--- config.mk ---
export PLATFORM = sky130hd
export DESIGN_NAME = hps_io_top
export DESIGN_NICKNAME = d
export VERILOG_FILES = /design/src/hw/hps_io_pkg.sv /design/src/hw/uio_cmd_frame.sv /design/src/hw/uio_input_regs.sv /design/src/hw/ps2_key_decoder.sv /design/src/hw/conf_string_reader.sv /design/src/hw/file_download.sv /design/src/hw/hps_io_top.sv
export SDC_FILE = /design/constraint.sdc
export NUM_CORES = 1
export LEC_CHECK = 0
export ABC_CLOCK_PERIOD_IN_PS = 3000
export BUFFER_PORTS_ARGS = -buffer_cell sky130_fd_sc_hd__clkbuf_2
export CAP_MARGIN = 15
export CORE_ASPECT_RATIO = 1.5
export CORE_MARGIN = 5
export CORE_UTILIZATION = 50
export CTS_CLUSTER_SIZE = 28
export DETAILED_ROUTE_END_ITERATION = 12
export PLACE_DENSITY = 0.76
export REMOVE_ABC_BUFFERS = 1
export SYNTH_ARGS = -nofsm -noshare
export SYNTH_HDL_FRONTEND = slang
export SYNTH_SLANG_ARGS = --single-unit
--- constraint.sdc ---
create_clock -name clk_sys -period 3 [get_ports clk_sys]
set_clock_uncertainty 0.15 [all_clocks]
set_input_delay 0.45 -clock clk_sys [delete_from_list [all_inputs] [get_ports clk_sys]]
set_output_delay 0.45 -clock clk_sys [all_outputs]
set_load 0.05 [all_outputs]
--- src/hw/hps_io_pkg.sv ---
package hps_io_pkg;

	////////////////////////////////////////
	// bus and field widths
	////////////////////////////////////////

	typedef logic [15:0] word_t;
	typedef logic [7:0]  byte_t;
	// saturates at its top value
	typedef logic [5:0]  word_cnt_t;
	typedef logic [15:0] cmd_t;
	typedef logic [31:0] joystick_t;
	typedef logic [63:0] status_t;
	// [7:0] code, [8] extended, [9] pressed, [10] event toggle
	typedef logic [10:0] ps2_key_t;
	typedef logic [26:0] ioctl_addr_t;
	typedef logic [31:0] file_ext_t;

	////////////////////////////////////////
	// command codes
	////////////////////////////////////////

	localparam cmd_t CMD_CFG         = 16'h0001;
	localparam cmd_t CMD_JOY0        = 16'h0002;
	localparam cmd_t CMD_JOY1        = 16'h0003;
	localparam cmd_t CMD_PS2_KBD     = 16'h0005;
	localparam cmd_t CMD_CONF_STR    = 16'h0014;
	localparam cmd_t CMD_STATUS      = 16'h001E;
	localparam cmd_t FIO_FILE_TX     = 16'h0053;
	localparam cmd_t FIO_FILE_TX_DAT = 16'h0054;
	localparam cmd_t FIO_FILE_INDEX  = 16'h0055;
	localparam cmd_t FIO_FILE_INFO   = 16'h0056;

	// keyboard bytes and special sequences
	localparam byte_t PS2_SKIP_MARK = 8'hFF;
	localparam byte_t KEY_EXT_PREFIX = 8'hE0;
	localparam byte_t KEY_BREAK_PREFIX = 8'hF0;
	localparam logic [31:0] KEY_PRNSCR_PRESS_RAW   = 32'hE012E07C;
	localparam logic [31:0] KEY_PRNSCR_RELEASE_RAW = 32'h7CE0F012;
	localparam logic [31:0] KEY_PAUSE_RAW          = 32'hF014F077;
	localparam logic [9:0] KEY_PRNSCR_PRESS_CODE   = 10'h37C;
	localparam logic [9:0] KEY_PRNSCR_RELEASE_CODE = 10'h17C;
	localparam logic [9:0] KEY_PAUSE_CODE          = 10'h377;

	// menu string, first character in the top byte
	localparam int CONF_STR_LEN = 12;
	localparam logic [8*CONF_STR_LEN-1:0] CONF_STR = "DEMO;;V,v1.0";

	// one data word of a user-I/O frame
	typedef struct packed {
		logic      valid;
		cmd_t      cmd;
		word_cnt_t idx;
		word_t     data;
	} uio_word_s;

	// end-of-frame pulse
	typedef struct packed {
		logic valid;
		cmd_t cmd;
	} uio_end_s;

endpackage

--- src/hw/uio_cmd_frame.sv ---
`timescale 1ns/1ps

module uio_cmd_frame (
	input  logic                  clk_sys,
	input  logic                  reset,
	input  logic                  io_enable,
	input  logic                  io_strobe,
	input  hps_io_pkg::word_t     io_din,
	output hps_io_pkg::uio_word_s word,
	output hps_io_pkg::uio_end_s  frame_end
);
	import hps_io_pkg::*;

	cmd_t      cmd;
	word_cnt_t cnt;
	logic      in_frame;

	// cnt is 0 for the command word, then the data index
	always_ff @(posedge clk_sys) begin
		if (reset) begin
			cmd      <= '0;
			cnt      <= '0;
			in_frame <= 1'b0;
		end else begin
			in_frame <= io_enable;
			if (!io_enable) begin
				cmd <= '0;
				cnt <= '0;
			end else if (io_strobe) begin
				if (cnt == '0)
					cmd <= io_din;
				if (!(&cnt))
					cnt <= cnt + 1'b1;
			end
		end
	end

	// data word, valid in the strobe cycle itself
	always_comb begin
		word.valid = io_enable && io_strobe && (cnt != '0);
		word.cmd   = cmd;
		word.idx   = cnt;
		word.data  = io_din;
	end

	// first low-enable cycle after a frame
	always_comb begin
		frame_end.valid = in_frame && !io_enable;
		frame_end.cmd   = cmd;
	end

endmodule

--- src/hw/uio_input_regs.sv ---
`timescale 1ns/1ps

module uio_input_regs (
	input  logic                  clk_sys,
	input  logic                  reset,
	input  hps_io_pkg::uio_word_s word,
	output logic [1:0]            buttons,
	output logic                  forced_scandoubler,
	output logic                  direct_video,
	output hps_io_pkg::joystick_t joystick_0,
	output hps_io_pkg::joystick_t joystick_1,
	output hps_io_pkg::status_t   status
);
	import hps_io_pkg::*;

	word_t cfg;

	// other cfg bits belong to the system side
	assign buttons            = cfg[1:0];
	assign forced_scandoubler = cfg[4];
	assign direct_video       = cfg[10];

	////////////////////////////////////////
	// host writes
	////////////////////////////////////////

	always_ff @(posedge clk_sys) begin
		if (reset) begin
			cfg        <= '0;
			joystick_0 <= '0;
			joystick_1 <= '0;
			status     <= '0;
		end else if (word.valid) begin
			case (word.cmd)
				CMD_CFG: begin
					cfg <= word.data;
				end
				// index 1 is the low half, later words the high half
				CMD_JOY0: begin
					if (word.idx == 6'd1)
						joystick_0[15:0] <= word.data;
					else
						joystick_0[31:16] <= word.data;
				end
				CMD_JOY1: begin
					if (word.idx == 6'd1)
						joystick_1[15:0] <= word.data;
					else
						joystick_1[31:16] <= word.data;
				end
				CMD_STATUS: begin
					case (word.idx)
						6'd1: status[15:0]  <= word.data;
						6'd2: status[31:16] <= word.data;
						6'd3: status[47:32] <= word.data;
						6'd4: status[63:48] <= word.data;
						// extra words dropped
						default: ;
					endcase
				end
				default: ;
			endcase
		end
	end

endmodule

--- src/hw/ps2_key_decoder.sv ---
`timescale 1ns/1ps

module ps2_key_decoder (
	input  logic                  clk_sys,
	input  logic                  reset,
	input  hps_io_pkg::uio_word_s word,
	input  hps_io_pkg::uio_end_s  frame_end,
	output hps_io_pkg::ps2_key_t  ps2_key
);
	import hps_io_pkg::*;

	logic [31:0] key_raw;
	logic        skip;
	logic        kbd_word;
	logic        mark;
	logic        pressed;
	logic        extended;

	assign kbd_word = word.valid && (word.cmd == CMD_PS2_KBD);
	assign mark     = (word.data[15:8] == PS2_SKIP_MARK);

	// release has F0 before the code, E0 one byte further back
	assign pressed  = (key_raw[15:8] != KEY_BREAK_PREFIX);
	assign extended = pressed ? (key_raw[15:8] == KEY_EXT_PREFIX) :
		(key_raw[23:16] == KEY_EXT_PREFIX);

	////////////////////////////////////////
	// byte collection
	////////////////////////////////////////

	always_ff @(posedge clk_sys) begin
		if (reset) begin
			key_raw <= '0;
			skip    <= 1'b0;
			ps2_key <= '0;
		end else begin
			if (kbd_word && word.idx == 6'd1) begin
				// new frame, drop the old bytes
				skip    <= mark;
				key_raw <= mark ? 32'h0 : {24'h0, word.data[7:0]};
			end else if (kbd_word) begin
				if (mark)
					skip <= 1'b1;
				else if (!skip)
					key_raw <= {key_raw[23:0], word.data[7:0]};
			end

			if (frame_end.valid && frame_end.cmd == CMD_PS2_KBD && !skip) begin
				ps2_key <= {~ps2_key[10], pressed, extended, key_raw[7:0]};
				if (key_raw == KEY_PRNSCR_PRESS_RAW)
					ps2_key[9:0] <= KEY_PRNSCR_PRESS_CODE;
				if (key_raw == KEY_PRNSCR_RELEASE_RAW)
					ps2_key[9:0] <= KEY_PRNSCR_RELEASE_CODE;
				if (key_raw == KEY_PAUSE_RAW)
					ps2_key[9:0] <= KEY_PAUSE_CODE;
			end
			if (frame_end.valid)
				skip <= 1'b0;
		end
	end

endmodule

--- src/hw/conf_string_reader.sv ---
`timescale 1ns/1ps

module conf_string_reader (
	input  logic                  clk_sys,
	input  logic                  reset,
	input  logic                  io_enable,
	input  hps_io_pkg::uio_word_s word,
	output hps_io_pkg::word_t     io_dout
);
	import hps_io_pkg::*;

	byte_t conf_byte;

	// byte n of the string, counted from 1
	always_comb begin
		conf_byte = '0;
		if (word.idx != '0 && int'(word.idx) <= CONF_STR_LEN)
			conf_byte = CONF_STR[(CONF_STR_LEN - int'(word.idx)) * 8 +: 8];
	end

	always_ff @(posedge clk_sys) begin
		if (reset) begin
			io_dout <= '0;
		end else if (!io_enable) begin
			io_dout <= '0;
		end else if (word.valid) begin
			if (word.cmd == CMD_CONF_STR)
				io_dout <= {8'h00, conf_byte};
			else
				io_dout <= '0;
		end
	end

endmodule

--- src/hw/file_download.sv ---
`timescale 1ns/1ps

module file_download (
	input  logic                    clk_sys,
	input  logic                    reset,
	input  logic                    fp_enable,
	input  logic                    io_strobe,
	input  hps_io_pkg::word_t       io_din,
	output logic                    ioctl_download,
	output hps_io_pkg::word_t       ioctl_index,
	output hps_io_pkg::file_ext_t   ioctl_file_ext,
	output logic                    ioctl_wr,
	output hps_io_pkg::ioctl_addr_t ioctl_addr,
	output hps_io_pkg::byte_t       ioctl_dout
);
	import hps_io_pkg::*;

	cmd_t        cmd;
	word_cnt_t   cnt;
	ioctl_addr_t addr;
	logic        data_strobe;

	// any strobe after the command word
	assign data_strobe = fp_enable && io_strobe && (cnt != '0);

	////////////////////////////////////////
	// frame tracking
	////////////////////////////////////////

	always_ff @(posedge clk_sys) begin
		if (reset) begin
			cmd <= '0;
			cnt <= '0;
		end else if (!fp_enable) begin
			cnt <= '0;
		end else if (io_strobe) begin
			if (cnt == '0)
				cmd <= io_din;
			if (!(&cnt))
				cnt <= cnt + 1'b1;
		end
	end

	// download control and write pulse
	always_ff @(posedge clk_sys) begin
		if (reset) begin
			ioctl_download <= 1'b0;
			ioctl_wr       <= 1'b0;
		end else begin
			ioctl_wr <= 1'b0;
			if (data_strobe && cmd == FIO_FILE_TX && cnt == 6'd1) begin
				if (io_din[7:0] != 8'h00)
					ioctl_download <= 1'b1;
				else if (io_din == '0)
					ioctl_download <= 1'b0;
			end
			if (data_strobe && cmd == FIO_FILE_TX_DAT && ioctl_download)
				ioctl_wr <= 1'b1;
		end
	end

	////////////////////////////////////////
	// payload
	////////////////////////////////////////

	always_ff @(posedge clk_sys) begin
		if (data_strobe) begin
			case (cmd)
				FIO_FILE_TX: begin
					if (cnt == 6'd1 && io_din[7:0] != 8'h00)
						addr <= '0;
				end
				FIO_FILE_TX_DAT: begin
					if (ioctl_download) begin
						ioctl_addr <= addr;
						ioctl_dout <= io_din[7:0];
						addr       <= addr + 1'b1;
					end
				end
				FIO_FILE_INDEX: begin
					ioctl_index <= io_din;
				end
				// extension comes high half first
				FIO_FILE_INFO: begin
					if (cnt == 6'd1)
						ioctl_file_ext[31:16] <= io_din;
					else if (cnt == 6'd2)
						ioctl_file_ext[15:0] <= io_din;
				end
				default: ;
			endcase
		end
	end

endmodule

--- src/hw/hps_io_top.sv ---
`timescale 1ns/1ps

module hps_io_top (
	input  logic                      clk_sys,
	input  logic                      reset,
	input  logic                      io_strobe,
	input  logic                      io_enable,
	input  logic                      fp_enable,
	input  hps_io_pkg::word_t         io_din,
	output hps_io_pkg::word_t         io_dout,
	output logic [1:0]                buttons,
	output logic                      forced_scandoubler,
	output logic                      direct_video,
	output hps_io_pkg::joystick_t     joystick_0,
	output hps_io_pkg::joystick_t     joystick_1,
	output hps_io_pkg::status_t       status,
	output hps_io_pkg::ps2_key_t      ps2_key,
	output logic                      ioctl_download,
	output hps_io_pkg::word_t         ioctl_index,
	output hps_io_pkg::file_ext_t     ioctl_file_ext,
	output logic                      ioctl_wr,
	output hps_io_pkg::ioctl_addr_t   ioctl_addr,
	output hps_io_pkg::byte_t         ioctl_dout
);
	import hps_io_pkg::*;

	uio_word_s uio_word;
	uio_end_s  uio_end;

	////////////////////////////////////////
	// user-I/O side
	////////////////////////////////////////

	uio_cmd_frame u_cmd_frame (
		.clk_sys   (clk_sys),
		.reset     (reset),
		.io_enable (io_enable),
		.io_strobe (io_strobe),
		.io_din    (io_din),
		.word      (uio_word),
		.frame_end (uio_end)
	);

	uio_input_regs u_input_regs (
		.clk_sys            (clk_sys),
		.reset              (reset),
		.word               (uio_word),
		.buttons            (buttons),
		.forced_scandoubler (forced_scandoubler),
		.direct_video       (direct_video),
		.joystick_0         (joystick_0),
		.joystick_1         (joystick_1),
		.status             (status)
	);

	ps2_key_decoder u_key_decoder (
		.clk_sys   (clk_sys),
		.reset     (reset),
		.word      (uio_word),
		.frame_end (uio_end),
		.ps2_key   (ps2_key)
	);

	conf_string_reader u_conf_reader (
		.clk_sys   (clk_sys),
		.reset     (reset),
		.io_enable (io_enable),
		.word      (uio_word),
		.io_dout   (io_dout)
	);

	// file transfers run on their own frames
	file_download u_download (
		.clk_sys        (clk_sys),
		.reset          (reset),
		.fp_enable      (fp_enable),
		.io_strobe      (io_strobe),
		.io_din         (io_din),
		.ioctl_download (ioctl_download),
		.ioctl_index    (ioctl_index),
		.ioctl_file_ext (ioctl_file_ext),
		.ioctl_wr       (ioctl_wr),
		.ioctl_addr     (ioctl_addr),
		.ioctl_dout     (ioctl_dout)
	);

endmodule

* After elaboration in Yosys (flattened, before gate mapping)
Cells that the tools add are included.
** Operators by class
- Add/sub/neg operators :: 4
- Order comparisons :: 1
- Equality and inequality tests :: 27
- Shift-type cells :: 1
- Mux-type cells :: 20
- Bitwise logic cells :: 7
- Reductions and logical operators :: 53
** Operators with widths (count)
- $mux W32 :: 4
- $shiftx A96 B32 Y8 const A :: 1
- $eq A16 B7 Y1 const B :: 4
- $eq A32 B32 Y1 const B :: 2
- $mux W27 :: 2
- $pmux W27 S2 :: 1
- $reduce_and A3 Y1 :: 12
- $eq A16 B2 Y1 const B :: 2
- $eq A16 B5 Y1 const B :: 2
- $eq A32 B31 Y1 const B :: 1
- $mux W10 :: 3
- $add A27 B1 Y27 const B :: 1
- $eq A8 B8 Y1 const B :: 3
- $mux W8 :: 3
- $eq A6 B2 Y1 const B :: 3
- $eq A16 B1 Y1 const B :: 1
- $eq A16 B3 Y1 const B :: 1
- $logic_not A16 Y1 :: 1
- $logic_and A1 B1 Y1 :: 15
- $reduce_and A2 Y1 :: 7
- $add A6 B1 Y6 const B :: 2
- $eq A6 B1 Y1 const B :: 2
- $logic_not A6 Y1 :: 2
- $reduce_and A6 Y1 :: 2
- 14 further kinds :: 36
** Storage, ports and cells
- Flip-flop bits (word level) :: 356
- Bits of input ports :: 21
- Output and inout bits :: 244
- Logic and storage cells :: 139

* Logic depth before layout (Yosys ltp)
Gate-level depths: netlist of run 1.
- Depth after elaboration :: 6
- Depth in mapped cells :: 10
- Mapped depth without buffers :: 7

* By module
Synthesis of run 1 repeated with hierarchy kept, for this count alone.
** Unflattened totals
- Cell total of the unflattened synthesis :: 1284
- Area total of the unflattened synthesis :: 14719.1 µm²
** Modules (own cells, without submodules)
- uio_input_regs :: times used 1, cells an instance 503, area an instance 5360.1 µm², seq. area each 2642.5 µm²
- file_download :: times used 1, cells an instance 338, area an instance 5138.7 µm², seq. area each 3783.6 µm²
- ps2_key_decoder :: times used 1, cells an instance 191, area an instance 2026.9 µm², seq. area each 880.8 µm²
- uio_cmd_frame :: times used 1, cells an instance 148, area an instance 1387.6 µm², seq. area each 460.4 µm²
- conf_string_reader :: times used 1, cells an instance 104, area an instance 805.8 µm², seq. area each 140.1 µm²

* Worst setup path after synthesis of run 1
OpenSTA, ideal clock, no wires.
- Path type :: input -> register
- From :: input port io_strobe
- To :: register u_download.ioctl_file_ext[0], enable pin
- Setup time :: 413 ps
- Arrival time :: 2651 ps
- Required time :: 2437 ps
- Setup slack :: -213 ps
- Cell stages on the path :: 6
- Path buffers :: 1
- Cell sequence :: clkbuf_1 > nand2_1 > a21oi_1 > nand3_1 > or3_1 > nor3b_1
** Between the ends
- Word-level cells in the longest chain between the ends :: 3
** Ends and longest elaborated chain
- from (decl) :: line hps_io_top.sv:6 : input logic io_strobe,
- $logic_and A1 B1 Y1 (2 in series) :: line file_download.sv:24 : assign data_strobe = fp_enable && io_strobe && (cnt != '0);
- $reduce_and A4 Y1 (no line)
- to (signal assigned) :: line file_download.sv:88 : ioctl_file_ext[15:0] <= io_din;
- to (decl) :: line file_download.sv:11 : output hps_io_pkg::file_ext_t ioctl_file_ext,
Every way passes these cells.
A chain may end at the register's enable or synchronous reset.

* Worst setup path after layout of run 1
- From :: register u_cmd_frame.cnt[1]
- To :: register u_conf_reader.io_dout[0]
** Between the ends
- Word-level cells in the longest chain between the ends :: 4
** Ends and longest elaborated chain
- from (decl) :: line uio_cmd_frame.sv:15 : word_cnt_t cnt;
- from (signal assigned) :: line uio_cmd_frame.sv:33 : cnt <= cnt + 1'b1;
- $sub A4 B6 Y7, or another cell as far along :: line conf_string_reader.sv:18 : conf_byte = CONF_STR[(CONF_STR_LEN - int'(word.idx)) * 8 +: 8];
- $shiftx A96 B32 Y8 or $logic_and A1 B1 Y1 (tied branches) :: line conf_string_reader.sv:18, conf_string_reader.sv:17
- $mux W8 :: line conf_string_reader.sv:17 : if (word.idx != '0 && int'(word.idx) <= CONF_STR_LEN)
- $mux W8 :: line conf_string_reader.sv:27 : if (word.cmd == CMD_CONF_STR)
- to (signal assigned) :: line conf_string_reader.sv:28 : io_dout <= {8'h00, conf_byte};
- to (decl) :: line conf_string_reader.sv:8 : output hps_io_pkg::word_t io_dout
Parallel ways exist; a longest one is shown, timed or not.

==> results.ini, run 1 <==
[routing]
drc = 0
firstDrtPassIters = 5
drt_iter0_drc = 799
vias_per_cell = 5.50
routedWlPerCell_um = 19.2
vias = 10300
routed_wl_um = 36100
postRouteAntennaNets = 0

[placement]
routabilityCongestion = 0.932
port_buffers = 255
dp_cells = 1825
hpwl_um = 24900
dp_slack_ns = 0.307

[worst_setup_path]
worstSetupStartpointType = register
endpoint_kind = register
crit_path_max_incr_delay_ns = 0.56
cp_max_fo = 11
crit_slowest_cell = a2111oi_0
required_ns = 3.34
crit_top_cell = o21ai_0
r2r_cells = 8
regToRegStartpoint = u_cmd_frame.cnt[1]
worstPathArrival_ns = 3.13
rr_endpoint = u_conf_reader.io_dout[0]
reg2reg_slack_ns = 0.21
path_class = reg2reg
crit_chain = inv_1 > ha_1 > nor2b_1 > or2_2 > a2111oi_0 > buf_4 > o21ai_0 > o21ai_0

[sta]
hold_viol = 0
setup_tns_ns = 0
tightest_slew_ns = 0.653
slew_viol_final = 0
rsz0062_at_grt = false
setup_viol = 0
max_slew_margin_pct = 56.5
worst_slack_ns = 0.213
fin_crit_sh_pct = 92.9
max_freq_mhz = 359
post-route-min-period_ns = 2.79
whs_ns = 0.105

[pwr]
irDropWorstVdd_v = 0.000482
leakagePower_nw = 6.19
powerDensity_nw_per_um2 = 561

[grt]
grt_pass1_vias = 10100
grt.total_usage_pct = 23.7
grt_max_degree = 121
grt_pass1_wl_um = 56300
antenna_found_initial = 0
overflow = 0

[floorplanning]
fp.dieW_um = 143
ios = 265
die_area_um2 = 29900
core_um2 = 26300
initial_core_util_pct = 50.4
die_h_um = 209
num_rows = 73

[cts]
cts_setup_buffers = 0
post_cts_resized = 0
numClockSinks = 340
cts_tree = yes
path_clk_slew_ns = 0.06
cts.path.max_buffers = 3
insertion_delay_ns = 0.58
cts-htree-levels = 1
ctsRootBufferMaster = clkbuf_16
cts_hold_buf = 0
cts_buffers = 30

[cells_and_area]
nets = 1550
fin_cells = 1881
area_growth_pct = 20.6
fillers = 2173
drive_above_1_share_pct = 24.4
utilization_pct = 60.8
antennaDiodeCount = 0

[job]
drv_cap = 0

[yosys]
synth_seq_cells = 340
syn_area_per_cell_um2 = 10.5
seq_area_frac_synth_pct = 59.6
synth_edf_count = 110
synth_cells = 1265
yosys_warnings = 0
synth.distinct_cells = 60
async_flop_share_pct = 0
ys.flop_type = dfxtp_1
syn_area_um2 = 13300

[hold_path]
hold_end = u_key_decoder.skip
hp-start = io_enable
hold_depth = 3
hold_class = in2reg

[run_status]
status = completed

[sequential cells by signal, summed over array words and instances (netlist names), 4 cells and up]
name                       cells
u_input_regs.status           64
u_download.ioctl_file_ext     32
u_input_regs.joystick_0       32
u_input_regs.joystick_1       32
u_key_decoder.key_raw         32
u_download.addr               27
u_download.ioctl_addr         27
u_cmd_frame.cmd               16
u_download.cmd                16
u_download.ioctl_index        16
u_key_decoder.ps2_key         11
u_download.ioctl_dout          8
u_conf_reader.io_dout          7
u_cmd_frame.cnt                6
u_download.cnt                 6
u_input_regs.cfg               4
[cells in the final DEF (no fill, tap or decap), types with 5 or more instances in the layout]
master and instances:
a21oi_1 106, a22o_1 35, and3_1 5, and4_1 11, buf_4 48, clkbuf_1 7, clkbuf_16 31, clkbuf_2 254
clkbuf_8 7, clkinv_2 8, conb_1 9, dfxtp_1 230, edfxtp_1 110, ha_1 9, inv_1 20, mux2i_1 85
nand2_1 204, nand2b_1 7, nand3_1 27, nand4_1 16, nor2_1 141, nor3_1 10, nor4_1 11, nor4_4 8
o21a_1 5, o21ai_0 21, or2_2 5, or3_1 8, or4_1 6, xnor2_1 17, xor2_1 18
[synthesized netlist by cell type, drive strengths merged, types with 5 or more instances]
| cell | count | share of area, % |
|---|---|---|
| a21oi | 108 | 4.1 |
| a22o | 35 | 2.3 |
| and3 | 5 | 0.24 |
| and4 | 11 | 0.73 |
| buf | 27 | 1.3 |
| clkbuf | 61 | 1.7 |
| dfxtp | 230 | 35 |
| edfxtp | 110 | 25 |
| ha | 9 | 0.85 |
| inv | 20 | 0.57 |
| mux2i | 85 | 6.4 |
| nand2 | 204 | 5.8 |
| nand2b | 7 | 0.33 |
| nand3 | 29 | 1.2 |
| nand4 | 17 | 0.85 |
| nor2 | 142 | 4.0 |
| nor3 | 11 | 0.45 |
| nor4 | 21 | 1.9 |
| nor4b | 5 | 0.38 |
| o21a | 5 | 0.28 |
| o21ai | 21 | 0.79 |
| or2 | 5 | 0.24 |
| or3 | 8 | 0.38 |
| or4 | 6 | 0.34 |
| xnor2 | 17 | 1.1 |
| xor2 | 18 | 1.2 |
[routing by layer]
layer / wire [um] / share of wire (%) / vias to the layer above / GRT usage (%)
li1: - / - / 4901 / -
met1: 13700 / 38 / 5020 / 28.2
met2: 18500 / 51 / 354 / 41.5
met3: 2500 / 6.9 / 72 / 4.65
met4: 1440 / 4.0 / 0 / 9.64
met5: 0 / 0 / - / 0
[how the worst max path moves through the flow]
stage | startpoint | endpoint | slack [ns] | cells past startpoint
5_1_grt | u_cmd_frame.cnt[1] | u_conf_reader.io_dout[5] | 0.05 | 8
3_3_place_gp | u_cmd_frame.cnt[1] | u_conf_reader.io_dout[0] | 0.35 | 8
2_1_floorplan | u_cmd_frame.cnt[0] | u_key_decoder.key_raw[0] | -0.25 | 7
3_5_place_dp | u_cmd_frame.cnt[1] | u_conf_reader.io_dout[0] | 0.31 | 8
6_report | u_cmd_frame.cnt[1] | u_conf_reader.io_dout[0] | 0.21 | 8
4_1_cts | u_cmd_frame.cnt[1] | u_conf_reader.io_dout[0] | 0.28 | 8
[stage by stage]
stage / total power, mW / cell area, um2
floorplan: 5.04 / 12900
global placement: 5.23 / 15000
detailed placement: 5.24 / 15000
CTS: 9.04 / 16000
global route: 9.27 / 16000
finish: 8.97 / 16000
[power breakdown]
part | total [mW] | switching, mW | internal, mW
Combinational | 0.369 | 0.269 | 0.101
Sequential | 4.77 | 0.0187 | 4.75
Clock | 3.83 | 1.68 | 2.15
[logic make-up (layout without fill, tap and decap cells)]
kind of cell / after synthesis / in the layout / synth area share [%]
AO/OA/AOI/OAI: 193 / 193 / 8.88
adder cells (fa/ha/maj): 9 / 9 / 0.849
XOR/XNOR: 35 / 35 / 2.31
buffers and inverters: 108 / 379 / 3.61
flip-flops: 340 / 340 / 59.6
multiplexers: 86 / 86 / 6.50
other: 1 / 9 / 0.0283
AND/OR/NAND/NOR: 493 / 493 / 18.2
[cell type report]
class / instances / area (um2) / area share, %
Timing Repair Buffer: 303 / 1650 / 10.3
Sequential cell: 340 / 7910 / 49.5
Tap cell: 337 / 422 / 2.64
Multi-Input combinational cell: 825 / 4940 / 30.9
Clock buffer: 45 / 898 / 5.62
Clock inverter: 11 / 90.1 / 0.564
Inverter: 20 / 75.1 / 0.470
[worst max-delay path: cells and delay by family (launching register included)]
kind | cells | cell delay (ns)
AND/OR/NAND/NOR | 2 | 0.49
flip-flops | 1 | 0.50
adder cells (fa/ha/maj) | 1 | 0.33
buffers and inverters | 2 | 0.38
AO/OA/AOI/OAI | 3 | 0.87
(Power assumes the default switching activity.)
==> run 2: changes to the inputs <==
--- a/config.mk
+++ b/config.mk
@@ -8,7 +8,6 @@
 export ABC_CLOCK_PERIOD_IN_PS = 3000
 export BUFFER_PORTS_ARGS = -buffer_cell sky130_fd_sc_hd__clkbuf_2
 export CAP_MARGIN = 15
-export CORE_ASPECT_RATIO = 1.5
 export CORE_MARGIN = 5
 export CORE_UTILIZATION = 50
 export CTS_CLUSTER_SIZE = 28
==> run 2 against run 1 <==
  * Sequential cell count unchanged
  * Global-route usage decreased by 1.1 points
  * Hold slack got worse by 0.053 ns
  * Sequential share of layout area decreased by 0.36 points
  * Total power increased by 5.2%
  * Routed wire length decreased by 1.8%
  * Critical path depth decreased by 1
  * Die area decreased by 0.22%
  * Clock power increased by 12%
  * Maximum frequency decreased by 0.11%
  * Largest power group unchanged
  * Highest routed layer unchanged
==> results.ini, run 2 (synthesis gave the netlist of run 1 again) <==
[cells_and_area]
nets = 1551  ; was 1550
design_area_um2 = 16100  ; was 16000 um2
final_cell_mix = clkbuf_2, dfxtp_1, nand2_1  ; unchanged
drive_above_1_share_pct = 24.2  ; was 24.4%
seqCellArea_um2 = 7910  ; unchanged
area_growth_pct = 21.4  ; was 20.6%
largest_reg_flops = 64  ; unchanged
fillers = 2089  ; was 2173
fin_cells = 1884  ; was 1881
utilization_pct = 61.8  ; was 60.8%
final_common_cell = clkbuf_2  ; unchanged
multi_input_area_um2 = 4930  ; was 4940 um2
largest_register = u_input_regs.status  ; unchanged

[cts]
insertion_delay_ns = 0.52  ; was 0.58 ns
cts_hold_buf = 0  ; unchanged
path_clk_slew_ns = 0.06  ; about the same
cts_buffers = 36  ; was 30
numClockSinks = 340  ; unchanged
cts_setup_buffers = 0  ; unchanged
post_cts_resized = 0  ; unchanged
cts-htree-levels = 2  ; was 1
ctsRootBufferMaster = clkbuf_16  ; unchanged
cts.path.max_buffers = 3  ; unchanged
cts_tree = yes  ; unchanged

[grt]
overflow = 0  ; unchanged
grt_pass1_vias = 10100  ; about the same
antenna_found_initial = 1  ; was 0
grt_use_met2_pct = 38.2  ; was 41.5%
busiest_layer = met2  ; unchanged
grt_max_degree = 163  ; was 121
grt.total_usage_pct = 22.6  ; was 23.7%
grtUsageMet1_pct = 27.1  ; was 28.2%
grt_pass1_wl_um = 55400  ; was 56300 um
met3_usage_pct = 6.68  ; was 4.65%

[sta]
max_slew_margin_pct = 50.9  ; was 56.5%
setup_viol = 0  ; unchanged
slew_viol_final = 0  ; unchanged
max_freq_mhz = 358  ; was 359 MHz
fin_crit_sh_pct = 93.0  ; was 92.9%
setup_tns_ns = 0  ; unchanged
hold_viol = 0  ; unchanged
rsz0062_at_grt = false  ; unchanged
tightest_slew_ns = 0.730  ; was 0.653 ns
post-route-min-period_ns = 2.79  ; about the same

[placement]
dpl-instance-area_um2 = 14900  ; was 15000 um2
dp_cells = 1818  ; was 1825
port_buffers = 255  ; unchanged
routabilityCongestion = 0.904  ; was 0.932
hpwl_um = 23800  ; was 24900 um

[routing]
routedWlPerCell_um = 18.8  ; was 19.2 um
drc = 0  ; unchanged
routed_wl_um = 35500  ; was 36100 um
firstDrtPassIters = 5  ; unchanged
vias = 10400  ; was 10300
postRouteAntennaNets = 0  ; unchanged
drt_iter0_drc = 854  ; was 799
vias_per_cell = 5.52  ; was 5.50

[worst_setup_path]
crit_slowest_cell = or4_1  ; was a2111oi_0
worstSetupStartpointType = register  ; unchanged
crit_path_max_incr_delay_ns = 0.71  ; was 0.56 ns
endpoint_kind = register  ; unchanged
path_class = reg2reg  ; unchanged
cp_max_fo = 16  ; was 11
worstPathArrival_ns = 3.00  ; was 3.13 ns
required_ns = 3.21  ; was 3.34 ns
crit_chain = inv_1 > ha_1 > or2_2 > a21o_1 > or4_1 > nand2_1 > a21oi_1  ; was inv_1 > ha_1 > nor2b_1 > or2_2 > a2111oi_0 > buf_4 > o21ai_0 > o21ai_0

[floorplanning]
die_area_um2 = 29900  ; about the same
ios = 265  ; unchanged
num_rows = 59  ; was 73
die_h_um = 173  ; was 209 um
initial_core_util_pct = 50.9  ; was 50.4%
core_um2 = 26100  ; was 26300 um2
fp.dieW_um = 173  ; was 143 um

[run_status]
status = completed  ; unchanged

[hold_path]
hold_class = in2reg  ; unchanged

[pwr]
irDropWorstVdd_v = 0.000568  ; was 0.000482 V
powerDensity_nw_per_um2 = 586  ; was 561 nW/um2
leakagePower_nw = 6.22  ; was 6.19 nW

[job]
drv_cap = 0  ; unchanged

==> run 2: cell types whose count changed in the layout (fill, tap and decap cells not counted), sizes merged <==
cell / previous run / this run
clkinv: 10 / 11
bufinv: 1 / 2
buf: 49 / 44
clkbuf: 299 / 306
diode: 0 / 1
==> run 2: layer usage <==
metal | routed length (um) | part of all wire [%] | vias up
met4 | 1380 | 3.9 | 0
met5 | 0 | 0 | -
met3 | 3340 | 9.4 | 79
met2 | 17300 | 49 | 428
li1 | - | - | 4911
met1 | 13500 | 38 | 4981
==> run 2: area by class of cell <==
type,instances,area share [%]
Antenna cell,1,0.0155
Clock buffer,52,6.42
Clock inverter,13,0.754
Inverter,20,0.466
Multi-Input combinational cell,825,30.6
Sequential cell,340,49.1
Tap cell,335,2.60
Timing Repair Buffer,298,10.0
==> run 2: through the flow <==
| step | hold WS (ns) | power, mW | worst slack, ns |
|---|---|---|---|
| 2_1_floorplan | 0.275 | 5.04 | -0.253 |
| 3_3_place_gp | 0.287 | 5.22 | 0.364 |
| 3_5_place_dp | 0.295 | 5.23 | 0.269 |
| 4_1_cts | 0.0353 | 9.50 | 0.232 |
| 5_1_grt | 0.0542 | 9.74 | 0.0240 |
| 6_report | 0.0515 | 9.44 | 0.210 |
==> run 2: final timing paths <==
check | from | end | slack (ns) | depth (start not counted)
hold / removal | reset | u_key_decoder.skip | 0.05 | 2
setup / recovery | u_cmd_frame.cnt[1] | u_input_regs.joystick_0[18] | 0.21 | 7
hold reg to reg | u_input_regs.joystick_0[29] | u_input_regs.joystick_0[29] | 0.30 | 2
setup reg to reg | u_cmd_frame.cnt[1] | u_input_regs.joystick_0[18] | 0.21 | 7
==> run 2: report_power, final <==
group	internal, mW	total [mW]	switching, mW
clock	2.57	4.30	1.73
sequential	4.75	4.77	0.0185
combinational	0.102	0.365	0.263
total	7.43	9.44	2.01
==> run 2: worst max-delay path: cells and delay by family, from the launching register on <==
family / cells / cell delay (ns)
and+or+nand+nor: 3 / 1.23
DFF: 1 / 0.50
adders and majority gates: 1 / 0.32
AOI/OAI and AO/OA: 2 / 0.31
buffers and inverters: 1 / 0.14
